$ cat config.mk
export PLATFORM = sky130hd
export DESIGN_NAME = nn_ctrl_top
export DESIGN_NICKNAME = d
export VERILOG_FILES = /design/src/verilog/ctx_pkg.sv /design/src/verilog/context_ring.sv /design/src/verilog/context_step.sv /design/src/verilog/nn_ctrl_top.sv /design/src/verilog/thread_sched.sv
export SDC_FILE = /design/constraint.sdc
export NUM_CORES = 1
export LEC_CHECK = 0
export BUFFER_PORTS_ARGS = -buffer_cell sky130_fd_sc_hd__buf_2
export CAP_MARGIN = 15
export CORE_ASPECT_RATIO = 0.6
export CORE_MARGIN = 2
export CORE_UTILIZATION = 58
export CTS_BUF_LIST = sky130_fd_sc_hd__clkbuf_2
export DETAILED_ROUTE_END_ITERATION = 10
export GPL_TIMING_DRIVEN = 1
export PLACE_DENSITY = 0.89
export SLEW_MARGIN = 20
export SYNTH_ARGS = -nofsm -noshare
export SYNTH_HDL_FRONTEND = slang
export SYNTH_HIERARCHICAL = 1
export SYNTH_SLANG_ARGS = --single-unit
$ cat constraint.sdc
create_clock -name clk_i -period 2.3 [get_ports clk_i]
set_input_delay 0.23 -clock clk_i [delete_from_list [all_inputs] [get_ports clk_i]]
set_output_delay 0.23 -clock clk_i [all_outputs]
set_load 0.05 [all_outputs]
$ cat src/verilog/ctx_pkg.sv
package ctx_pkg;

    // ring and thread geometry
    localparam int NUM_THREADS = 4;
    localparam int PHASE_W     = 2;

    localparam int ADDR_W   = 10;
    localparam int CNT_W    = 6;
    localparam int WB_SEG_W = 6;
    localparam int OB_SEG_W = 3;

    // sweep counter landmarks
    localparam logic [CNT_W-1:0] SWEEP_LAST = CNT_W'(63);
    localparam logic [CNT_W-1:0] LOAD_LAST  = CNT_W'(14);
    localparam logic [CNT_W-1:0] OB_LAST    = CNT_W'(7);

    // per-thread buffer windows, low segment bits must stay zero
    localparam logic [ADDR_W-1:0] OB_BASE [NUM_THREADS] = '{
        10'h000, 10'h040, 10'h080, 10'h0c0
    };
    localparam logic [ADDR_W-1:0] WB_BASE [NUM_THREADS] = '{
        10'h000, 10'h100, 10'h200, 10'h300
    };

    typedef logic [PHASE_W-1:0] thread_t;

    typedef enum logic [2:0] {
        IDLE,
        START,
        CLEAR,
        ML,
        UPDATE,
        IB_BACK,
        VALID
    } ctx_state_e;

    // one job context, travels around the ring
    typedef struct packed {
        ctx_state_e          state;
        logic [CNT_W-1:0]    iter;
        logic [CNT_W-1:0]    cnt;
        logic [ADDR_W-1:0]   ib_addr;
        logic [ADDR_W-1:0]   ob_addr;
        logic                ob_wr;
        thread_t             ib_sel;
        logic [ADDR_W-1:0]   wb_w_addr;
        logic [ADDR_W-1:0]   wb_r_addr;
        logic                wb_wr;
        logic                wb_sel;
        logic [ADDR_W-1:0]   kb_r_addr;
        logic                ex_sel;
        logic [OB_SEG_W-1:0] ml_sel;
        logic                update;
        logic                ml_clr;
    } ctx_t;

    // idle context of a thread, controls low and windows at base
    function automatic ctx_t ctx_reset(thread_t tid);
        ctx_t c;
        c           = '0;
        c.state     = IDLE;
        c.ib_sel    = tid;
        c.ob_addr   = OB_BASE[tid];
        c.wb_w_addr = WB_BASE[tid];
        c.wb_r_addr = WB_BASE[tid];
        return c;
    endfunction

endpackage

$ cat src/verilog/context_ring.sv
`timescale 1ns/1ns

module context_ring (
    input  logic          clk_i,
    input  logic          rst_ni,
    input  ctx_pkg::ctx_t ctx_next_i,
    output ctx_pkg::ctx_t ctx_s0_o,
    output ctx_pkg::ctx_t ctx_s1_o,
    output ctx_pkg::ctx_t ctx_last_o
);

    import ctx_pkg::*;

    ctx_t stage_q [NUM_THREADS];

    // stage k starts out holding thread k
    always_ff @(posedge clk_i or negedge rst_ni) begin
        if (!rst_ni) begin
            for (int i = 0; i < NUM_THREADS; i++) begin
                stage_q[i] <= ctx_reset(thread_t'(i));
            end
        end else begin
            stage_q[0] <= ctx_next_i;
            for (int i = 1; i < NUM_THREADS; i++) begin
                stage_q[i] <= stage_q[i-1];
            end
        end
    end

    assign ctx_s0_o   = stage_q[0];
    assign ctx_s1_o   = stage_q[1];
    assign ctx_last_o = stage_q[NUM_THREADS-1];

    // every state fed back by the step logic is a legal one
    a_state_legal : assert property (
        @(posedge clk_i) disable iff (!rst_ni)
        stage_q[0].state inside {IDLE, START, CLEAR, ML, UPDATE, IB_BACK, VALID}
    );

endmodule

$ cat src/verilog/context_step.sv
`timescale 1ns/1ns

module context_step (
    input  ctx_pkg::ctx_t              ctx_last_i,
    input  ctx_pkg::thread_t           phase_i,
    input  logic                       start_i,
    input  logic [ctx_pkg::CNT_W-1:0]  iter_size_i,
    output ctx_pkg::ctx_t              ctx_next_o,
    output logic                       valid_set_o,
    output logic                       valid_clr_o
);

    import ctx_pkg::*;

    logic in_load;
    logic at_last;

    // advance only the low segment, the base bits stay put
    function automatic logic [ADDR_W-1:0] seg_inc(logic [ADDR_W-1:0] addr);
        return {addr[ADDR_W-1:WB_SEG_W], addr[WB_SEG_W-1:0] + WB_SEG_W'(1)};
    endfunction

    function automatic logic [ADDR_W-1:0] seg_set(logic [ADDR_W-1:0] addr,
                                                  logic [WB_SEG_W-1:0] low);
        return {addr[ADDR_W-1:WB_SEG_W], low};
    endfunction

    assign in_load = (ctx_last_i.cnt <= LOAD_LAST);
    assign at_last = (ctx_last_i.cnt == SWEEP_LAST);

    always_comb begin
        ctx_next_o  = ctx_last_i;
        valid_set_o = 1'b0;
        valid_clr_o = 1'b0;

        case (ctx_last_i.state)
            IDLE: begin
                valid_clr_o          = 1'b1;
                ctx_next_o.state     = start_i ? START : IDLE;
                ctx_next_o.iter      = iter_size_i;
                ctx_next_o.cnt       = '0;
                ctx_next_o.ib_addr   = '0;
                ctx_next_o.ob_addr   = {ctx_last_i.ob_addr[ADDR_W-1:OB_SEG_W], OB_SEG_W'(0)};
                ctx_next_o.ob_wr     = 1'b0;
                ctx_next_o.ib_sel    = phase_i;
                ctx_next_o.wb_w_addr = seg_set(ctx_last_i.wb_w_addr, '0);
                ctx_next_o.wb_r_addr = seg_set(ctx_last_i.wb_r_addr, '0);
                ctx_next_o.wb_wr     = 1'b0;
                ctx_next_o.wb_sel    = 1'b0;
                ctx_next_o.kb_r_addr = '0;
                ctx_next_o.ex_sel    = 1'b0;
                ctx_next_o.ml_sel    = '0;
                ctx_next_o.update    = 1'b0;
                ctx_next_o.ml_clr    = 1'b0;
            end

            START: begin
                // read windows sit one below the first word
                ctx_next_o.state     = CLEAR;
                ctx_next_o.wb_w_addr = seg_set(ctx_last_i.wb_w_addr, '0);
                ctx_next_o.wb_r_addr = seg_set(ctx_last_i.wb_r_addr, '1);
                ctx_next_o.kb_r_addr = seg_set(ctx_last_i.kb_r_addr, '1);
                ctx_next_o.wb_wr     = 1'b1;
                ctx_next_o.ex_sel    = 1'b1;
                ctx_next_o.update    = 1'b0;
                ctx_next_o.ml_sel    = '0;
                ctx_next_o.ml_clr    = 1'b1;
            end

            CLEAR: begin
                ctx_next_o.state     = ML;
                ctx_next_o.ib_addr   = ctx_last_i.ib_addr + ADDR_W'(1);
                ctx_next_o.wb_w_addr = seg_inc(ctx_last_i.wb_w_addr);
                ctx_next_o.wb_r_addr = seg_inc(ctx_last_i.wb_r_addr);
                ctx_next_o.kb_r_addr = seg_inc(ctx_last_i.kb_r_addr);
                ctx_next_o.wb_wr     = 1'b1;
                ctx_next_o.wb_sel    = 1'b0;
                ctx_next_o.ex_sel    = 1'b0;
                ctx_next_o.update    = 1'b0;
                ctx_next_o.ml_sel    = '0;
                ctx_next_o.ml_clr    = 1'b1;
                ctx_next_o.cnt       = ctx_last_i.cnt + CNT_W'(1);
            end

            ML: begin
                // input streams in first, then the array executes
                if (in_load || at_last) begin
                    ctx_next_o.wb_sel  = 1'b0;
                    ctx_next_o.ex_sel  = 1'b0;
                    ctx_next_o.ib_addr = ctx_last_i.ib_addr + ADDR_W'(1);
                end else begin
                    ctx_next_o.wb_sel  = 1'b1;
                    ctx_next_o.ex_sel  = 1'b1;
                end

                if (at_last && ctx_last_i.iter == '0) begin
                    ctx_next_o.state = IB_BACK;
                end else if (at_last) begin
                    ctx_next_o.state = UPDATE;
                end else begin
                    ctx_next_o.state = ML;
                end

                ctx_next_o.wb_w_addr = seg_inc(ctx_last_i.wb_w_addr);
                ctx_next_o.wb_r_addr = seg_inc(ctx_last_i.wb_r_addr);
                ctx_next_o.kb_r_addr = seg_inc(ctx_last_i.kb_r_addr);
                ctx_next_o.wb_wr     = 1'b1;
                ctx_next_o.ml_sel    = '0;
                ctx_next_o.update    = 1'b0;
                ctx_next_o.ml_clr    = 1'b0;
                ctx_next_o.cnt       = ctx_last_i.cnt + CNT_W'(1);
            end

            UPDATE: begin
                ctx_next_o.state     = ML;
                ctx_next_o.iter      = ctx_last_i.iter - CNT_W'(1);
                ctx_next_o.ib_addr   = ctx_last_i.ib_addr + ADDR_W'(1);
                ctx_next_o.wb_w_addr = seg_inc(ctx_last_i.wb_w_addr);
                ctx_next_o.wb_r_addr = seg_inc(ctx_last_i.wb_r_addr);
                ctx_next_o.kb_r_addr = seg_inc(ctx_last_i.kb_r_addr);
                ctx_next_o.wb_wr     = 1'b1;
                ctx_next_o.wb_sel    = 1'b0;
                ctx_next_o.ex_sel    = 1'b0;
                ctx_next_o.update    = 1'b1;
                ctx_next_o.ml_sel    = '0;
                ctx_next_o.ml_clr    = 1'b0;
                ctx_next_o.cnt       = ctx_last_i.cnt + CNT_W'(1);
            end

            IB_BACK: begin
                // one output word per step, lane follows the count
                ctx_next_o.state   = (ctx_last_i.cnt == OB_LAST) ? VALID : IB_BACK;
                ctx_next_o.ob_wr   = 1'b1;
                ctx_next_o.ob_addr = {ctx_last_i.ob_addr[ADDR_W-1:OB_SEG_W],
                                      ctx_last_i.cnt[OB_SEG_W-1:0]};
                ctx_next_o.ml_sel  = ctx_last_i.cnt[OB_SEG_W-1:0];
                ctx_next_o.wb_wr   = 1'b1;
                ctx_next_o.ex_sel  = 1'b0;
                ctx_next_o.update  = 1'b0;
                ctx_next_o.ml_clr  = 1'b0;
                ctx_next_o.cnt     = ctx_last_i.cnt + CNT_W'(1);
            end

            VALID: begin
                // hold result until start drops, then release at once
                valid_set_o       = start_i;
                valid_clr_o       = !start_i;
                ctx_next_o.state  = start_i ? VALID : IDLE;
                ctx_next_o.ob_wr  = 1'b0;
                ctx_next_o.wb_wr  = 1'b0;
                ctx_next_o.ex_sel = 1'b0;
                ctx_next_o.update = 1'b0;
                ctx_next_o.ml_clr = 1'b0;
            end

            default: begin
                ctx_next_o.state = IDLE;
            end
        endcase
    end

endmodule

$ cat src/verilog/nn_ctrl_top.sv
`timescale 1ns/1ns

module nn_ctrl_top (
    input  logic                                           clk_i,
    input  logic                                           rst_ni,
    input  logic [ctx_pkg::NUM_THREADS-1:0]                start_i,
    input  logic [ctx_pkg::NUM_THREADS*ctx_pkg::CNT_W-1:0] iter_size_i,
    output logic [ctx_pkg::NUM_THREADS-1:0]                valid_o,
    output logic [ctx_pkg::ADDR_W-1:0]                     ob_addr_o,
    output logic [ctx_pkg::ADDR_W-1:0]                     ib_r_addr_o,
    output logic                                           ob_wr_o,
    output ctx_pkg::thread_t                               ib_r_sel_o,
    output logic [ctx_pkg::ADDR_W-1:0]                     wb_w_addr_o,
    output logic [ctx_pkg::ADDR_W-1:0]                     wb_r_addr_o,
    output logic                                           wb_wr_o,
    output logic                                           wb_sel_o,
    output logic [ctx_pkg::ADDR_W-1:0]                     kb_r_addr_o,
    output logic                                           ex_sel_o,
    output logic [ctx_pkg::OB_SEG_W-1:0]                   ml_sel_o,
    output logic                                           update_o,
    output logic                                           ml_clr_o
);

    import ctx_pkg::*;

    thread_t          phase;
    logic             start_cur;
    logic [CNT_W-1:0] iter_cur;
    logic             valid_set;
    logic             valid_clr;
    ctx_t             ctx_next;
    ctx_t             ctx_s0;
    ctx_t             ctx_s1;
    ctx_t             ctx_last;

    thread_sched i_sched (
        .clk_i       (clk_i),
        .rst_ni      (rst_ni),
        .start_i     (start_i),
        .iter_size_i (iter_size_i),
        .valid_set_i (valid_set),
        .valid_clr_i (valid_clr),
        .phase_o     (phase),
        .start_o     (start_cur),
        .iter_size_o (iter_cur),
        .valid_o     (valid_o)
    );

    context_step i_step (
        .ctx_last_i  (ctx_last),
        .phase_i     (phase),
        .start_i     (start_cur),
        .iter_size_i (iter_cur),
        .ctx_next_o  (ctx_next),
        .valid_set_o (valid_set),
        .valid_clr_o (valid_clr)
    );

    context_ring i_ring (
        .clk_i      (clk_i),
        .rst_ni     (rst_ni),
        .ctx_next_i (ctx_next),
        .ctx_s0_o   (ctx_s0),
        .ctx_s1_o   (ctx_s1),
        .ctx_last_o (ctx_last)
    );

    // read addresses leave a cycle ahead of the other outputs
    assign wb_r_addr_o = ctx_s0.wb_r_addr;
    assign kb_r_addr_o = ctx_s0.kb_r_addr;

    assign ob_addr_o   = ctx_s1.ob_addr;
    assign ib_r_addr_o = ctx_s1.ib_addr;
    assign ob_wr_o     = ctx_s1.ob_wr;
    assign ib_r_sel_o  = ctx_s1.ib_sel;
    assign wb_w_addr_o = ctx_s1.wb_w_addr;
    assign wb_wr_o     = ctx_s1.wb_wr;
    assign wb_sel_o    = ctx_s1.wb_sel;
    assign ex_sel_o    = ctx_s1.ex_sel;
    assign ml_sel_o    = ctx_s1.ml_sel;
    assign update_o    = ctx_s1.update;
    assign ml_clr_o    = ctx_s1.ml_clr;

    // write-back count stays inside the eight output words
    a_ob_cnt : assert property (
        @(posedge clk_i) disable iff (!rst_ni)
        ctx_last.state == IB_BACK |-> ctx_last.cnt <= OB_LAST
    );

    // output writes only come from write-back
    a_ob_wr : assert property (
        @(posedge clk_i) disable iff (!rst_ni)
        ctx_last.ob_wr |-> ctx_last.state inside {IB_BACK, VALID}
    );

endmodule

$ cat src/verilog/thread_sched.sv
`timescale 1ns/1ns

module thread_sched (
    input  logic                                           clk_i,
    input  logic                                           rst_ni,
    input  logic [ctx_pkg::NUM_THREADS-1:0]                start_i,
    input  logic [ctx_pkg::NUM_THREADS*ctx_pkg::CNT_W-1:0] iter_size_i,
    input  logic                                           valid_set_i,
    input  logic                                           valid_clr_i,
    output ctx_pkg::thread_t                               phase_o,
    output logic                                           start_o,
    output logic [ctx_pkg::CNT_W-1:0]                      iter_size_o,
    output logic [ctx_pkg::NUM_THREADS-1:0]                valid_o
);

    import ctx_pkg::*;

    thread_t                phase_q;
    logic [NUM_THREADS-1:0] valid_q;

    // counts 3, 2, 1, 0 so stage k at reset belongs to thread k
    always_ff @(posedge clk_i or negedge rst_ni) begin
        if (!rst_ni) begin
            phase_q <= thread_t'(NUM_THREADS - 1);
        end else begin
            phase_q <= phase_q - thread_t'(1);
        end
    end

    // strobes always refer to the thread stepped this cycle
    always_ff @(posedge clk_i or negedge rst_ni) begin
        if (!rst_ni) begin
            valid_q <= '0;
        end else begin
            if (valid_set_i) begin
                valid_q[phase_q] <= 1'b1;
            end
            if (valid_clr_i) begin
                valid_q[phase_q] <= 1'b0;
            end
        end
    end

    assign phase_o     = phase_q;
    assign start_o     = start_i[phase_q];
    assign iter_size_o = iter_size_i[int'(phase_q)*CNT_W +: CNT_W];
    assign valid_o     = valid_q;

    // step logic holds one state per thread, so never both
    a_strobe_excl : assert property (
        @(posedge clk_i) disable iff (!rst_ni)
        !(valid_set_i && valid_clr_i)
    );

endmodule
==> results summary <==
The initialized floorplan defines 39 standard-cell rows. The aggregate global routing overflow is 0. The worst stage delay on the critical path is just under 600 ps. The global-route total usage across every layer came out at 0.2078.

The clock tree synthesis step divided the H-tree into 3 levels. In this run the deepest clock path goes through 3 buffers. For this design, the slowest cell found on the critical path is sky130_fd_sc_hd__dlygate4sd3_1. Of the total power, registers draw 0.565. The leakage dissipation came out at just under 6 nW. The number of hold-slack violations in the final timing report was 0.

The final weighted congestion in routability-driven placement is between 0.8 and 0.9. The worst-case clock skew is around 82 ps. The width of the die is between 150 and 200 µm. The tree is rooted in a sky130_fd_sc_hd__clkbuf_2.

The top fanout value on the critical path is 7. The post-layout minimum cycle time came out at 2212 ps. STA classifies the critical path startpoint as a register. The highest clock rate is about 450 MHz. The start point of the worst hold path is iter_size_i[19]. The final count of negative-setup-slack endpoints is 0. Of the total power, the clock network draws 0.287. The die covers roughly 20,000 µm². The area of the core is 18,880 µm².

The setup total negative slack came out at 0 ps. The later-pin clock latency in the skew report came out at approximately 800 ps. The path class of the tightest hold or removal check is input pin to register. Of the total power, the share spent switching nets is 0.3128. The first global-routing pass estimated around 32,000 µm of wire. The number of cells on the worst reg-to-reg path is 5. The total net switching power came out at approximately 3.8 mW. The final antenna-violating net count came out at 0. The number of detailed-route iterations in the first pass came out at 5.

In this run the power density over the cells is about 1000 nW/µm². The share of layout cells above drive strength 1 is 0.3009. The sum of routed wire length over all layers is around 20,000 µm. The TritonCTS clock tree is done.

The half-perimeter wire length after detailed placement came out at about 12,000 µm. At the pin with the least slew margin, the transition time is 566.6 ps. Across all register-to-register paths, the minimum setup slack is 90 ps.

The post-synthesis instance area is 11,090 µm². The count of fill cells added during filler insertion came out at about 1,400. The number of nets in the layout came out at between 800 and 900.

The instance count along the most critical hold path is 4. The area growth from synthesis to layout is 4.402%. The count of vias placed by the detailed router came out at just under 6,000.

The per-cell routed wire length came out at between 15 and 20 µm. The via-per-instance ratio is between 5 and 6. The total count of max-transition violations in the final report is 0. The part of the cycle the worst path needs came out at 0.9615.

The number of buffers inserted during clock tree synthesis came out at 68. The internal portion of the total power is 8.326 mW. The tool flagged a number of max-cap violations equal to 0.

Clock-pin slew was measured on the worst setup and hold paths at 120 ps. The initial core utilization is 0.5870. The initial antenna violation count was 0. The total power is about 12 mW. The worst-case vdd ir drop is 0.6614 mV. The launch point of the worst reg-to-reg path is i_sched/phase_o[0]. The number of antenna repair diodes came out at 0. The overall die height came out at between 100 and 150 µm. The top-level I/O count is 95.

The warning count from the yosys run came out at 6. The detailed router's first-iteration violation count is 470. Setup repair after global routing left no endpoint under its margin. The via count of the first global-routing pass came out at about 6,000. The worst slew margin relative to its limit came out at 0.6222. Of the total power, combinational logic draws 0.148. The critical path goes through buf_6 > mux4_2 > dlygate4sd3_1 > o22ai_1 > a21oi_1. The number of I/O port buffers is between 90 and 100. The element type at the critical path end is a register.

The net count after synthesis is between 800 and 900. STA puts the critical path data required time at between 2000 and 3000 ps. In this run the critical register-to-register path is captured at i_ring/ctx_s0_o[70]. The worst setup path is of the register to register kind. The post-synthesis average cell area came out at about 14 µm². Data on the critical path arrives at its endpoint at around 2900 ps. Entering global routing, the biggest net connects ~70 pins. For this run, design rule violations remaining after detail routing come to 0.

The path with the worst hold slack has its endpoint at i_ring/ctx_s0_o[68]. The number of standard cells after synthesis came out at roughly 810. The number of clock sinks came out at 310. The run finished with clean final reports.
==> flip-flops by register name, indices dropped and copies added, names as in the netlist <==
| name | count |
|---|---|
| i_ring/ctx_last_o | 76 |
| i_sched/phase_o | 2 |
| i_ring/ctx_s0_o | 76 |
| i_ring/ctx_s1_o | 76 |
| i_ring/stage_q | 76 |
| i_sched/valid_o | 4 |
==> worst max path at each step <==
stage	start	endpoint	slack (ps)	depth (start not counted)
after detailed placement	i_ring/ctx_last_o[61]	i_ring/ctx_s0_o[52]	220	6
after global routing	i_ring/ctx_last_o[61]	i_ring/ctx_s0_o[53]	0.6	6
after global placement	i_ring/ctx_last_o[61]	i_ring/ctx_s0_o[53]	300	6
final	i_sched/phase_o[0]	i_ring/ctx_s0_o[70]	90	5
after CTS	i_sched/phase_o[0]	i_ring/ctx_s0_o[70]	60	5
after floorplan	i_ring/ctx_last_o[65]	i_ring/ctx_s0_o[73]	540	6
==> stage by stage <==
| stage | cells | hold slack [ps] | cell area, µm² | util | setup slack, ps |
|---|---|---|---|---|---|
| 2_1_floorplan | 807 | -65.59 | 11090 | - | 540.3 |
| 3_3_place_gp | 982 | 235.3 | 10770 | 0.5705 | 299.6 |
| 3_5_place_dp | 982 | 252.0 | 10770 | 0.5705 | 224.6 |
| 4_1_cts | 1116 | 11.20 | 11530 | 0.6108 | 60.77 |
| 5_1_grt | 1120 | 24.90 | 11570 | 0.6129 | 0.6177 |
| 6_report | 1120 | 71.61 | 11570 | 0.6129 | 88.44 |
==> timing repair <==
action / CTS / global route
setup endpoints to repair: 0 / 4
resized for setup: 0 / 1
endpoints found under the hold margin: 289 / 1
hold buffers: 11 / 2
setup buffers: 0 / 2
==> power groups by stage <==
stage	Clock, mW	Sequential (mW)	Combinational, mW
final	3.48	6.84	1.80
after global routing	3.89	6.94	1.94
after CTS	3.60	6.83	1.78
after detailed placement	0	6.92	1.75
after global placement	0	6.87	1.68
after floorplan	0	6.55	1.97
==> cell usage in the layout, fill, tap and decap left out, types with 2 or more instances in the layout <==
cell                            instances
sky130_fd_sc_hd__a311oi_1               7
sky130_fd_sc_hd__bufinv_16              2
sky130_fd_sc_hd__nand4_1                4
sky130_fd_sc_hd__and3_1                11
sky130_fd_sc_hd__o22ai_1                9
sky130_fd_sc_hd__o21a_1                 2
sky130_fd_sc_hd__a22o_1                 4
sky130_fd_sc_hd__clkinv_1               9
sky130_fd_sc_hd__ha_1                  12
sky130_fd_sc_hd__a21o_1                 3
sky130_fd_sc_hd__nor3_1                12
sky130_fd_sc_hd__a221oi_1               6
sky130_fd_sc_hd__o31ai_1                9
sky130_fd_sc_hd__a211oi_1               5
sky130_fd_sc_hd__dfstp_2               18
sky130_fd_sc_hd__inv_1                 17
sky130_fd_sc_hd__dfrtp_1              292
sky130_fd_sc_hd__nand2_1               38
sky130_fd_sc_hd__mux2i_1                8
sky130_fd_sc_hd__o2111a_1               2
sky130_fd_sc_hd__nor2b_1                2
sky130_fd_sc_hd__buf_12                 4
sky130_fd_sc_hd__dlygate4sd3_1         13
sky130_fd_sc_hd__nor2_1                18
sky130_fd_sc_hd__a21oi_1               50
sky130_fd_sc_hd__nand3_1               20
sky130_fd_sc_hd__mux2_2                 3
sky130_fd_sc_hd__o21ai_0               24
sky130_fd_sc_hd__a32oi_1                3
sky130_fd_sc_hd__buf_4                 16
sky130_fd_sc_hd__and2_1                 6
sky130_fd_sc_hd__buf_2                 93
sky130_fd_sc_hd__mux4_2                 7
sky130_fd_sc_hd__xnor2_1                2
sky130_fd_sc_hd__nand2b_1               8
sky130_fd_sc_hd__inv_2                  3
sky130_fd_sc_hd__a22oi_1                2
sky130_fd_sc_hd__clkbuf_2             109
sky130_fd_sc_hd__a31oi_1                3
sky130_fd_sc_hd__nand3b_1               2
==> worst max-delay path: cells and delay by family, from the launching register on <==
family                 cells  cell delay, ps
DFF                        1             570
muxes                      1             510
buffers and inverters      2             730
AOI/OAI and AO/OA          2             240
==> layout make-up <==
type,count,area [µm²],area share
flip-flops and latches,310,7780,0.6722
inverters,18,67.56,0.005838
well taps,246,307.8,0.02659
repair buffers,128,822.0,0.07103
clock inverters,14,106.4,0.009189
multi-input cells,295,1944,0.1680
clock buffers,109,545.5,0.04714
==> layer usage <==
layer	routed length (µm)	global-route usage	share of wire
met1	9705	0.3263	0.49
met4	227	0.06290	0.011
met5	0	0	0
met2	8482	0.2760	0.43
met3	1534	0.06800	0.077
Note: power is estimated with default switching activity, not from simulation.
